==> config.mk <==
export PLATFORM = sky130hd
export DESIGN_NAME = id_stage
export DESIGN_NICKNAME = d
export VERILOG_FILES = /design/src/hdl/decode_pkg.sv /design/src/hdl/inst_decoder.sv /design/src/hdl/regfile.sv /design/src/hdl/hazard_unit.sv /design/src/hdl/branch_unit.sv /design/src/hdl/id_stage.sv
export SDC_FILE = /design/constraint.sdc
export NUM_CORES = 2
export LEC_CHECK = 0
export BUFFER_PORTS_ARGS = -buffer_cell sky130_fd_sc_hd__buf_2
export CAP_MARGIN = 25
export CELL_PAD_IN_SITES_DETAIL_PLACEMENT = 1
export CELL_PAD_IN_SITES_GLOBAL_PLACEMENT = 2
export CORE_MARGIN = 4
export CORE_UTILIZATION = 48
export CTS_BUF_LIST = sky130_fd_sc_hd__clkbuf_8 sky130_fd_sc_hd__clkbuf_16
export CTS_CLUSTER_SIZE = 12
export DETAILED_ROUTE_END_ITERATION = 10
export PLACE_DENSITY_LB_ADDON = 0.1
export SYNTH_ARGS = -nofsm -noshare
export SYNTH_HDL_FRONTEND = slang
export SYNTH_HIERARCHICAL = 1
export SYNTH_SLANG_ARGS = --single-unit
==> constraint.sdc <==
create_clock -name clk -period 9.3 [get_ports clk]
set_input_delay 0.465 -clock clk [delete_from_list [all_inputs] [get_ports clk]]
set_output_delay 0.465 -clock clk [all_outputs]
set_load 0.005 [all_outputs]
==> src/hdl/decode_pkg.sv <==
package decode_pkg;

    localparam int xlen        = 32;
    localparam int reg_addr_w  = 5;
    localparam int num_alu_ops = 12;

    // one-hot alu line indices
    localparam int alu_add  = 0;
    localparam int alu_sub  = 1;
    localparam int alu_slt  = 2;
    localparam int alu_sltu = 3;
    localparam int alu_and  = 4;
    localparam int alu_nor  = 5;
    localparam int alu_or   = 6;
    localparam int alu_xor  = 7;
    localparam int alu_sll  = 8;
    localparam int alu_srl  = 9;
    localparam int alu_sra  = 10;
    localparam int alu_lui  = 11;

    // primary opcodes
    localparam logic [5:0] op_special = 6'h00;
    localparam logic [5:0] op_regimm  = 6'h01;
    localparam logic [5:0] op_j       = 6'h02;
    localparam logic [5:0] op_jal     = 6'h03;
    localparam logic [5:0] op_beq     = 6'h04;
    localparam logic [5:0] op_bne     = 6'h05;
    localparam logic [5:0] op_blez    = 6'h06;
    localparam logic [5:0] op_bgtz    = 6'h07;
    localparam logic [5:0] op_addiu   = 6'h09;
    localparam logic [5:0] op_slti    = 6'h0a;
    localparam logic [5:0] op_sltiu   = 6'h0b;
    localparam logic [5:0] op_andi    = 6'h0c;
    localparam logic [5:0] op_ori     = 6'h0d;
    localparam logic [5:0] op_xori    = 6'h0e;
    localparam logic [5:0] op_lui     = 6'h0f;
    localparam logic [5:0] op_lw      = 6'h23;
    localparam logic [5:0] op_sw      = 6'h2b;

    // special function codes
    localparam logic [5:0] fn_sll  = 6'h00;
    localparam logic [5:0] fn_srl  = 6'h02;
    localparam logic [5:0] fn_sra  = 6'h03;
    localparam logic [5:0] fn_sllv = 6'h04;
    localparam logic [5:0] fn_srlv = 6'h06;
    localparam logic [5:0] fn_srav = 6'h07;
    localparam logic [5:0] fn_jr   = 6'h08;
    localparam logic [5:0] fn_jalr = 6'h09;
    localparam logic [5:0] fn_addu = 6'h21;
    localparam logic [5:0] fn_subu = 6'h23;
    localparam logic [5:0] fn_and  = 6'h24;
    localparam logic [5:0] fn_or   = 6'h25;
    localparam logic [5:0] fn_xor  = 6'h26;
    localparam logic [5:0] fn_nor  = 6'h27;
    localparam logic [5:0] fn_slt  = 6'h2a;
    localparam logic [5:0] fn_sltu = 6'h2b;

    localparam logic [reg_addr_w-1:0] rt_bltz  = 5'h00;
    localparam logic [reg_addr_w-1:0] rt_bgez  = 5'h01;
    localparam logic [reg_addr_w-1:0] link_reg = 5'd31;

    typedef struct packed {
        logic [xlen-1:0] inst;
        logic [xlen-1:0] pc;
    } fetch_to_decode_t;

    typedef struct packed {
        logic [num_alu_ops-1:0] alu_op;
        logic                   load;
        logic                   store;
        logic                   src1_is_sa;
        logic                   src1_is_pc;
        logic                   src2_is_imm;
        logic                   src2_is_uimm;
        logic                   src2_is_8;
        logic                   gr_we;
        logic [reg_addr_w-1:0]  dest;
        logic [15:0]            imm;
    } decode_ctrl_t;

    typedef struct packed {
        decode_ctrl_t    ctrl;
        logic [xlen-1:0] rs_value;
        logic [xlen-1:0] rt_value;
        logic [xlen-1:0] pc;
    } decode_to_exec_t;

    typedef struct packed {
        logic            bd;
        logic            taken;
        logic [xlen-1:0] target;
    } branch_t;

    typedef struct packed {
        logic                  we;
        logic [reg_addr_w-1:0] addr;
        logic [xlen-1:0]       data;
    } rf_write_t;

    // pending write of a newer stage
    typedef struct packed {
        logic                  we;
        logic [reg_addr_w-1:0] dest;
        logic                  fwd_valid;
        logic [xlen-1:0]       fwd_data;
    } stage_dest_t;

endpackage

==> src/hdl/inst_decoder.sv <==
`timescale 1ns/1ns

module inst_decoder
    import decode_pkg::*;
(
    input  logic [xlen-1:0]       inst,
    output decode_ctrl_t          ctrl,
    output logic [reg_addr_w-1:0] rs,
    output logic [reg_addr_w-1:0] rt,
    output logic                  jump_reg,
    output logic                  jump_imm,
    output logic [5:0]            br_cond
);

    logic [5:0]            op;
    logic [5:0]            func;
    logic [reg_addr_w-1:0] rd;
    logic [reg_addr_w-1:0] sa;
    logic                  special;
    logic                  sa_zero;
    logic                  rs_zero;
    logic                  rt_zero;

    logic inst_addu, inst_subu, inst_slt, inst_sltu;
    logic inst_and, inst_or, inst_xor, inst_nor;
    logic inst_sll, inst_srl, inst_sra, inst_sllv, inst_srlv, inst_srav;
    logic inst_addiu, inst_slti, inst_sltiu, inst_andi, inst_ori, inst_xori, inst_lui;
    logic inst_lw, inst_sw;
    logic inst_beq, inst_bne, inst_bgez, inst_bgtz, inst_blez, inst_bltz;
    logic inst_j, inst_jal, inst_jr, inst_jalr;
    logic dst_is_rt;
    logic known;
    decode_ctrl_t c;

    assign op      = inst[31:26];
    assign rs      = inst[25:21];
    assign rt      = inst[20:16];
    assign rd      = inst[15:11];
    assign sa      = inst[10:6];
    assign func    = inst[5:0];
    assign special = (op == op_special);
    assign sa_zero = (sa == '0);
    assign rs_zero = (rs == '0);
    assign rt_zero = (rt == '0);

    assign inst_addu  = special && func == fn_addu && sa_zero;
    assign inst_subu  = special && func == fn_subu && sa_zero;
    assign inst_slt   = special && func == fn_slt  && sa_zero;
    assign inst_sltu  = special && func == fn_sltu && sa_zero;
    assign inst_and   = special && func == fn_and  && sa_zero;
    assign inst_or    = special && func == fn_or   && sa_zero;
    assign inst_xor   = special && func == fn_xor  && sa_zero;
    assign inst_nor   = special && func == fn_nor  && sa_zero;
    // immediate shifts carry the amount in sa, so rs must be zero
    assign inst_sll   = special && func == fn_sll  && rs_zero;
    assign inst_srl   = special && func == fn_srl  && rs_zero;
    assign inst_sra   = special && func == fn_sra  && rs_zero;
    assign inst_sllv  = special && func == fn_sllv && sa_zero;
    assign inst_srlv  = special && func == fn_srlv && sa_zero;
    assign inst_srav  = special && func == fn_srav && sa_zero;
    assign inst_jr    = special && func == fn_jr   && rt_zero && rd == '0 && sa_zero;
    assign inst_jalr  = special && func == fn_jalr && rt_zero && sa_zero;

    assign inst_addiu = (op == op_addiu);
    assign inst_slti  = (op == op_slti);
    assign inst_sltiu = (op == op_sltiu);
    assign inst_andi  = (op == op_andi);
    assign inst_ori   = (op == op_ori);
    assign inst_xori  = (op == op_xori);
    assign inst_lui   = (op == op_lui) && rs_zero;
    assign inst_lw    = (op == op_lw);
    assign inst_sw    = (op == op_sw);

    assign inst_beq   = (op == op_beq);
    assign inst_bne   = (op == op_bne);
    assign inst_bgez  = (op == op_regimm) && rt == rt_bgez;
    assign inst_bltz  = (op == op_regimm) && rt == rt_bltz;
    assign inst_bgtz  = (op == op_bgtz) && rt_zero;
    assign inst_blez  = (op == op_blez) && rt_zero;
    assign inst_j     = (op == op_j);
    assign inst_jal   = (op == op_jal);

    assign br_cond  = {inst_bltz, inst_blez, inst_bgtz, inst_bgez, inst_bne, inst_beq};
    assign jump_reg = inst_jr | inst_jalr;
    assign jump_imm = inst_j | inst_jal;

    assign dst_is_rt = inst_addiu | inst_slti | inst_sltiu | inst_andi | inst_ori
                     | inst_xori  | inst_lui  | inst_lw;

    assign known = inst_addu | inst_subu | inst_slt  | inst_sltu | inst_and  | inst_or
                 | inst_xor  | inst_nor  | inst_sll  | inst_srl  | inst_sra  | inst_sllv
                 | inst_srlv | inst_srav | dst_is_rt | inst_sw   | (|br_cond)
                 | jump_reg  | jump_imm;

    always_comb begin
        c = '0;
        // links compute pc + 8 on the add line
        c.alu_op[alu_add]  = inst_addu | inst_addiu | inst_lw | inst_sw | inst_jal | inst_jalr;
        c.alu_op[alu_sub]  = inst_subu;
        c.alu_op[alu_slt]  = inst_slt  | inst_slti;
        c.alu_op[alu_sltu] = inst_sltu | inst_sltiu;
        c.alu_op[alu_and]  = inst_and  | inst_andi;
        c.alu_op[alu_nor]  = inst_nor;
        c.alu_op[alu_or]   = inst_or   | inst_ori;
        c.alu_op[alu_xor]  = inst_xor  | inst_xori;
        c.alu_op[alu_sll]  = inst_sll  | inst_sllv;
        c.alu_op[alu_srl]  = inst_srl  | inst_srlv;
        c.alu_op[alu_sra]  = inst_sra  | inst_srav;
        c.alu_op[alu_lui]  = inst_lui;
        c.load         = inst_lw;
        c.store        = inst_sw;
        c.src1_is_sa   = inst_sll | inst_srl | inst_sra;
        c.src1_is_pc   = inst_jal | inst_jalr;
        c.src2_is_imm  = inst_addiu | inst_slti | inst_sltiu | inst_lui | inst_lw | inst_sw;
        c.src2_is_uimm = inst_andi | inst_ori | inst_xori;
        c.src2_is_8    = inst_jal | inst_jalr;
        c.gr_we        = known & ~inst_sw & ~(|br_cond) & ~inst_j & ~inst_jr;
        c.dest         = inst_jal ? link_reg : (dst_is_rt ? rt : rd);
        c.imm          = inst[15:0];
        ctrl = known ? c : '0;
    end

endmodule

==> src/hdl/regfile.sv <==
`timescale 1ns/1ns

module regfile (
    input  logic        clk,
    input  logic [4:0]  raddr1,
    input  logic [4:0]  raddr2,
    output logic [31:0] rdata1,
    output logic [31:0] rdata2,
    input  logic        we,
    input  logic [4:0]  waddr,
    input  logic [31:0] wdata
);

    logic [31:0] rf [32];

    always_ff @(posedge clk) begin
        if (we) begin
            rf[waddr] <= wdata;
        end
    end

    // r0 always reads zero
    assign rdata1 = (raddr1 == 5'd0) ? 32'd0 : rf[raddr1];
    assign rdata2 = (raddr2 == 5'd0) ? 32'd0 : rf[raddr2];

endmodule

==> src/hdl/hazard_unit.sv <==
`timescale 1ns/1ns

module hazard_unit
    import decode_pkg::*;
(
    input  logic [reg_addr_w-1:0] rs,
    input  logic [reg_addr_w-1:0] rt,
    input  decode_ctrl_t          ctrl,
    input  logic                  jump_imm,
    input  logic [xlen-1:0]       rf_rdata1,
    input  logic [xlen-1:0]       rf_rdata2,
    input  stage_dest_t           es_dest,
    input  stage_dest_t           ms_dest,
    input  stage_dest_t           ws_dest,
    output logic [xlen-1:0]       rs_value,
    output logic [xlen-1:0]       rt_value,
    output logic                  ready
);

    logic src1_used;
    logic src2_used;
    logic stall1;
    logic stall2;

    // result is {stall, value}
    // newest matching stage wins
    function automatic logic [xlen:0] resolve(
        input logic                  used,
        input logic [reg_addr_w-1:0] src,
        input logic [xlen-1:0]       rdata,
        input stage_dest_t           es,
        input stage_dest_t           ms,
        input stage_dest_t           ws
    );
        logic [xlen:0] r;
        r = {1'b0, rdata};
        if (used && es.we && es.dest == src) begin
            r = {!es.fwd_valid, es.fwd_data};
        end else if (used && ms.we && ms.dest == src) begin
            r = {!ms.fwd_valid, ms.fwd_data};
        end else if (used && ws.we && ws.dest == src) begin
            r = {!ws.fwd_valid, ws.fwd_data};
        end
        return r;
    endfunction

    assign src1_used = (rs != '0) && !ctrl.src1_is_sa && !jump_imm;
    // sw still reads rt as store data
    assign src2_used = (rt != '0) && !ctrl.src2_is_8
                     && (!(ctrl.src2_is_imm || ctrl.src2_is_uimm) || ctrl.store);

    assign {stall1, rs_value} = resolve(src1_used, rs, rf_rdata1, es_dest, ms_dest, ws_dest);
    assign {stall2, rt_value} = resolve(src2_used, rt, rf_rdata2, es_dest, ms_dest, ws_dest);

    assign ready = !stall1 && !stall2;

endmodule

==> src/hdl/branch_unit.sv <==
`timescale 1ns/1ns

module branch_unit
    import decode_pkg::*;
(
    input  logic [5:0]      br_cond,
    input  logic            jump_reg,
    input  logic            jump_imm,
    input  logic [xlen-1:0] rs_value,
    input  logic [xlen-1:0] rt_value,
    input  logic [15:0]     imm,
    input  logic [25:0]     target_field,
    input  logic [xlen-1:0] pc,
    input  logic            valid,
    output branch_t         br
);

    logic [xlen-1:0] seq_pc;
    logic            rs_zero;
    logic            rs_neg;
    logic            cond_met;

    // delay slot address is also the branch base
    assign seq_pc  = pc + 32'd4;
    assign rs_zero = (rs_value == '0);
    assign rs_neg  = rs_value[xlen-1];

    // bit order beq, bne, bgez, bgtz, blez, bltz
    assign cond_met = (br_cond[0] &&  (rs_value == rt_value))
                   || (br_cond[1] &&  (rs_value != rt_value))
                   || (br_cond[2] && !rs_neg)
                   || (br_cond[3] && !rs_neg && !rs_zero)
                   || (br_cond[4] && (rs_neg || rs_zero))
                   || (br_cond[5] &&  rs_neg);

    assign br.bd     = (|br_cond) || jump_reg || jump_imm;
    assign br.taken  = (cond_met || jump_reg || jump_imm) && valid;
    assign br.target = (|br_cond) ? seq_pc + {{14{imm[15]}}, imm, 2'b00} :
                       jump_reg   ? rs_value :
                                    {seq_pc[31:28], target_field, 2'b00};

endmodule

==> src/hdl/id_stage.sv <==
`timescale 1ns/1ns

module id_stage
    import decode_pkg::*;
(
    input  logic             clk,
    input  logic             reset,
    input  logic             fs_to_ds_valid,
    input  fetch_to_decode_t fs_to_ds,
    output logic             ds_allowin,
    input  logic             es_allowin,
    output logic             ds_to_es_valid,
    output decode_to_exec_t  ds_to_es,
    output branch_t          br,
    input  rf_write_t        ws_write,
    input  stage_dest_t      es_dest,
    input  stage_dest_t      ms_dest,
    input  stage_dest_t      ws_dest
);

    logic                  ds_valid;
    logic                  ds_ready;
    fetch_to_decode_t      ds_data;
    decode_ctrl_t          ctrl;
    logic [reg_addr_w-1:0] rs;
    logic [reg_addr_w-1:0] rt;
    logic                  jump_reg;
    logic                  jump_imm;
    logic [5:0]            br_cond;
    logic [xlen-1:0]       rf_rdata1;
    logic [xlen-1:0]       rf_rdata2;
    logic [xlen-1:0]       rs_value;
    logic [xlen-1:0]       rt_value;

    assign ds_allowin     = !ds_valid || (ds_ready && es_allowin);
    assign ds_to_es_valid = ds_valid && ds_ready;

    always_ff @(posedge clk) begin
        if (reset) begin
            ds_valid <= 1'b0;
        end else if (ds_allowin) begin
            ds_valid <= fs_to_ds_valid;
        end
    end

    always_ff @(posedge clk) begin
        if (fs_to_ds_valid && ds_allowin) begin
            ds_data <= fs_to_ds;
        end
    end

    inst_decoder u_decoder (
        .inst     (ds_data.inst),
        .ctrl     (ctrl),
        .rs       (rs),
        .rt       (rt),
        .jump_reg (jump_reg),
        .jump_imm (jump_imm),
        .br_cond  (br_cond)
    );

    regfile u_regfile (
        .clk    (clk),
        .raddr1 (rs),
        .raddr2 (rt),
        .rdata1 (rf_rdata1),
        .rdata2 (rf_rdata2),
        .we     (ws_write.we),
        .waddr  (ws_write.addr),
        .wdata  (ws_write.data)
    );

    hazard_unit u_hazard (
        .rs        (rs),
        .rt        (rt),
        .ctrl      (ctrl),
        .jump_imm  (jump_imm),
        .rf_rdata1 (rf_rdata1),
        .rf_rdata2 (rf_rdata2),
        .es_dest   (es_dest),
        .ms_dest   (ms_dest),
        .ws_dest   (ws_dest),
        .rs_value  (rs_value),
        .rt_value  (rt_value),
        .ready     (ds_ready)
    );

    branch_unit u_branch (
        .br_cond      (br_cond),
        .jump_reg     (jump_reg),
        .jump_imm     (jump_imm),
        .rs_value     (rs_value),
        .rt_value     (rt_value),
        .imm          (ds_data.inst[15:0]),
        .target_field (ds_data.inst[25:0]),
        .pc           (ds_data.pc),
        .valid        (ds_valid),
        .br           (br)
    );

    assign ds_to_es.ctrl     = ctrl;
    assign ds_to_es.rs_value = rs_value;
    assign ds_to_es.rt_value = rt_value;
    assign ds_to_es.pc       = ds_data.pc;

endmodule

After elaboration in Yosys (flattened, before gate mapping)
Memory sizes are Yosys's and may differ from the RTL's. A register that Yosys moved wholly into a read port is not among the register bits. Cells that the tools add are included.

Flip-flop bits (word level): 65. Memory bits (writable): 1024. Input port bits: 223. Output and inout port bits: 173. Logic and storage cells: 222. Memories: 1.

Memories: u_regfile.rf (words 32, bits a word 32, read ports 2, clocked after Yosys merged registers in 2, wr ports 1, RTL line regfile.sv:14) `logic [31:0] rf [32];`.

$add $sub $neg: 2. Equality and inequality tests: 40. Mux-type cells: 17. Bitwise operators: 56. Reductions and logical operators: 103.

Operators with widths (number): $mux W33 (6); $mux W32 (4); $logic_and A1 B1 Y1 (68); $eq A6 B6 Y1 const B (10); $eq A6 B4 Y1 const B (9); $or A1 B1 Y1 (48); $eq A6 B3 Y1 const B (7); $mux W41 (1); $add A32 B3 Y32 const B (1); $add A32 B32 Y32 (1); $eq A32 B32 Y1 (1); $logic_not A32 Y1 (1); $ne A32 B32 Y1 (1); $eq A5 B5 Y1 (6); $eq A6 B2 Y1 const B (4); $logic_not A5 Y1 (4); $mux W5 (4); $logic_or A1 B1 Y1 (13); $logic_not A1 Y1 (12); $logic_not A6 Y1 (2); $reduce_bool A5 Y1 (2); $eq A6 B1 Y1 const B (1); $reduce_or A6 Y1 (1); $eq A5 B1 Y1 const B (1); other kinds (3) (10).

Longest topological paths before layout
Word-level depth: 45. Gate-level depth with buffers: 18. Gate-level depth less buffers: 16.

Cells and area by module
Netlist, hierarchy kept.

By module, submodules not included: regfile (instances 1, cells an instance 2400, area an instance 46960.0 µm², sequential area each 30749.5 µm²); branch_unit (instances 1, cells an instance 472, area an instance 3276.9 µm², sequential area each 0.0 µm²); hazard_unit (instances 1, cells an instance 466, area an instance 2631.3 µm², sequential area each 0.0 µm²); id_stage (instances 1, cells an instance 102, area an instance 2224.6 µm², sequential area each 1941.9 µm²); inst_decoder (instances 1, cells an instance 164, area an instance 1098.6 µm², sequential area each 0.0 µm²).

Worst setup path before layout
Ideal clock, no wire load.

Path kind: register to register. From: register ds_data[62] in the netlist's numbering. To: register ds_data[32] in the netlist's numbering, enable pin. Library setup time: 0.428 ns. Arrival: 4.231 ns. Data required time: 8.872 ns. Path slack: 4.641 ns. Cell stages (with the launch flop): 12. Buffers on the path: 1. Clock period less this slack: 4.659 ns. Cells stage by stage: edfxtp_1 -> or4_4 -> or3_4 -> nor3_4 -> nor2_1 -> o21a_1 -> and4_1 -> clkbuf_1 -> o21bai_1 -> o2111a_1 -> a21bo_4 -> and2_1.

RTL lines: start: declaration (RTL line id_stage.sv:23) `fetch_to_decode_t ds_data;`; start signal: assignment (RTL line id_stage.sv:48) `ds_data <= fs_to_ds;`.

==> summary.txt <==
Placed inst area -> 0.0598 sq mm
Xor/xnor share of the synthesized area -> 1.81%
Post-Route Skew -> 0.0234 ns
Worst-Margin Slew -> 1.15 ns
Synth warnings -> 6
Pin count of the biggest net entering global routing -> 117
Sequential-to-total area share from yosys stat -> 58.2%
FF+latch area -> 0.0327 sq mm
Post-route setup TNS -> 0 ns
Max-slew violation count -> 0
Final instance area -> 0.0641 sq mm
Port Buf Inserts -> 395
Clk_lat worst skew -> 0.71 ns
Initial Utilization -> 48.4%
Height of the die -> 350 microns
Unrepaired setup endpoints after global routing -> no
Share of cells above drive strength 1 -> 29.2%
Vias/cell -> 7.01
Drt pass-1 iters -> 5
Syn Std Cell Area -> 0.0562 sq mm
P per Cell Area -> 180 mW/mm^2
Max IR drop VDD -> 0.185 mV
Initial antenna violation count -> 29
FP Rows -> 125
Avg WL per Cell -> 38.7 microns
WS Path Type -> reg2out
Mux share of post-synthesis cell area -> 21.4%
Max Buffers Root-to-Sink -> 3
Min setup slack post-route -> 1.99 ns
Simple-gate share of the synthesized area -> 5.55%
# setup viols final -> 0
Die width -> 350 microns
Final GP Congestion -> 0.961
FFs w/ async S/R, synth -> 0%
Largest family of logic cells by synthesized area -> multiplexers
Synth top area share -> 58.1%
Yosys cell types -> 87
FF-to-FF path depth -> 13
Vias in the first global route -> 40300
First-pass GRT wire length -> 303 mm
CTS tree -> built
Post-Synth Adder-Cell Area -> 0.815%
# resized after CTS -> 0
Period minus WS final -> 7.31 ns
Max-cap violations -> 0
CP arrival -> 6.84 ns
Die area -> 0.123 sq mm
Remaining DRCs -> 0
Core area -> 0.116 sq mm
FILL cells -> 10800
Rel. slew slack -> 23.5%
Ports -> 396
Most frequent cells in the layout -> 1088 x edfxtp_1, 425 x mux4_2, 395 x buf_2
Post-Route WL -> 216 mm
Mean Syn Cell Area -> 15.6 sq um
Min Hold Slack -> 0.0700 ns
All-Layer GR Usage -> 34.8%
Top_reg_cell synth -> edfxtp_1
CTS Buf Count -> 115
Routed Antenna Nets -> 0
Outcome -> complete, no violations
Grt ovf -> 0
Synth-to-Final Area Change -> 14.1%
Synth Area in Compound Gates -> 8.68%
Clk pin slew, worst setup/hold paths -> 0.06 ns
Initial DRC count -> 4911
Clk root buf -> clkbuf_16
Syn Inst Count -> 3604
Via count -> 39200
Number of flops mapped to enable cells by yosys -> 1088
Multi-input gate area -> 0.0218 sq mm
DP Worst Slack -> 2.75 ns
Detailed Place HPWL -> 133 mm
Nets -> 4224
Top post-synthesis cells by area -> edfxtp_1 58%, mux4_2 17%, mux2i_1 3.8%
Crit share post-route -> 78.6%
Synth area leader -> edfxtp_1
Worst Path Required -> 8.84 ns
Critical Path Start Type -> flop
Critical path peak fanout -> 27
Hold-critical path depth -> 1
CTS sink cnt -> 1089
Commonest non-fill, non-tap cell in the layout -> edfxtp_1
Final hold vios -> 0
Number of synthesized register bits -> 1089
H-Tree Level Count -> 3
Fmax achieved -> 137 MHz
CP Capture Type -> output port
Power Total -> 11.6 mW
Syn_nets -> 3863
HP Class -> in2reg
Leakage dissipation -> 22.0 nW
## cells by family after synthesis
kind of cell,count (synthesis)
flops,1089
compound gates,674
mux,667
simple gates,614
buf+inv,408
xor+xnor,116
fa+ha+maj,36
## path summary, 6_finish.rpt
check	start	endpoint	slack [ns]
setup / recovery	ds_data[50]$_DFFE_PP_	br[32]	1.99
hold / removal	fs_to_ds[56]	ds_data[56]$_DFFE_PP_	0.07
setup reg to reg	ds_data[50]$_DFFE_PP_	ds_to_es[26]$_DFFE_PP_	3.73
hold reg to reg	ds_valid$_SDFFE_PP0P_	ds_data[50]$_DFFE_PP_	0.94
## cells in the mapped netlist, drive strengths merged, types with 11 or more instances
library cell,number
edfxtp,1088
mux4,425
mux2i,214
nand2,177
buf,168
clkbuf,164
nor2,118
o21ai,102
a21oi,95
a211oi,89
nor3,81
inv,76
xor2,65
a22o,62
o22ai,62
a221oi,55
xnor2,51
and3,47
nand3,38
ha,35
nor4,35
o221ai,33
o31ai,32
a2111oi,31
mux2,28
a211o,26
a21boi,20
a21o,20
and2,20
nand4,15
nor2b,15
nand3b,12
nand2b,11
or3,11
## sequential cells by signal (all words and copies together), names as in the netlist
signal	cells
ds_valid	1
ds_to_es	32
ds_data	32
u_regfile/rf	1024
## worst max-delay path: stages (launching register included)
cell      delay, ns
edfxtp_1       0.72
nor4_1         0.85
nand2b_1       0.30
nand4b_1       0.43
o21ai_0        0.49
inv_1          0.11
o221ai_2       0.18
or3_1          0.41
buf_16         0.22
o21ai_0        0.15
o21ai_0        0.65
xor2_1         0.14
nor4_1         0.34
nand4_1        0.13
nor2_1         0.37
mux2i_1        0.15
a41oi_1        0.30
buf_2          0.17
## power by group
group          switching (mW)  internal, mW
Combinational            1.02         0.621
Sequential             0.0614          5.48
Clock                    1.95          2.43
Total                    3.03          8.53
## timing repair
| item | in CTS | in global routing |
|---|---|---|
| hold buffers | 63 | 0 |
| endpoints found under the hold margin | 62 | 0 |
| buffers inserted | 0 | 0 |
## stage by stage
stage,cells,utilization (%)
6_report,5589,55.2
5_1_grt,5578,55.1
4_1_cts,5566,55.1
3_5_place_dp,5303,51.5
3_3_place_gp,5296,51.3
2_1_floorplan,3604,-
## final cells by class
class / instances / area share [%]
timing repair buffer: 576 / 5.90
antenna: 17 / 0.0664
multi-input combinational: 2107 / 34.1
clock inverter: 85 / 1.03
tap: 1524 / 2.98
inverter: 76 / 0.449
sequential: 1089 / 51.0
clock buffer: 115 / 4.49
## metal layers
metal	wire, microns	share of wire (%)	vias up	track usage (%)
li1	-	-	15600	-
met1	81100	37	20700	45.1
met2	100000	46	2441	55.3
met3	22600	10	500	8.78
met4	12400	5.7	20	16.9
met5	134	0.062	-	0
Power figures use the tool's default switching activity.
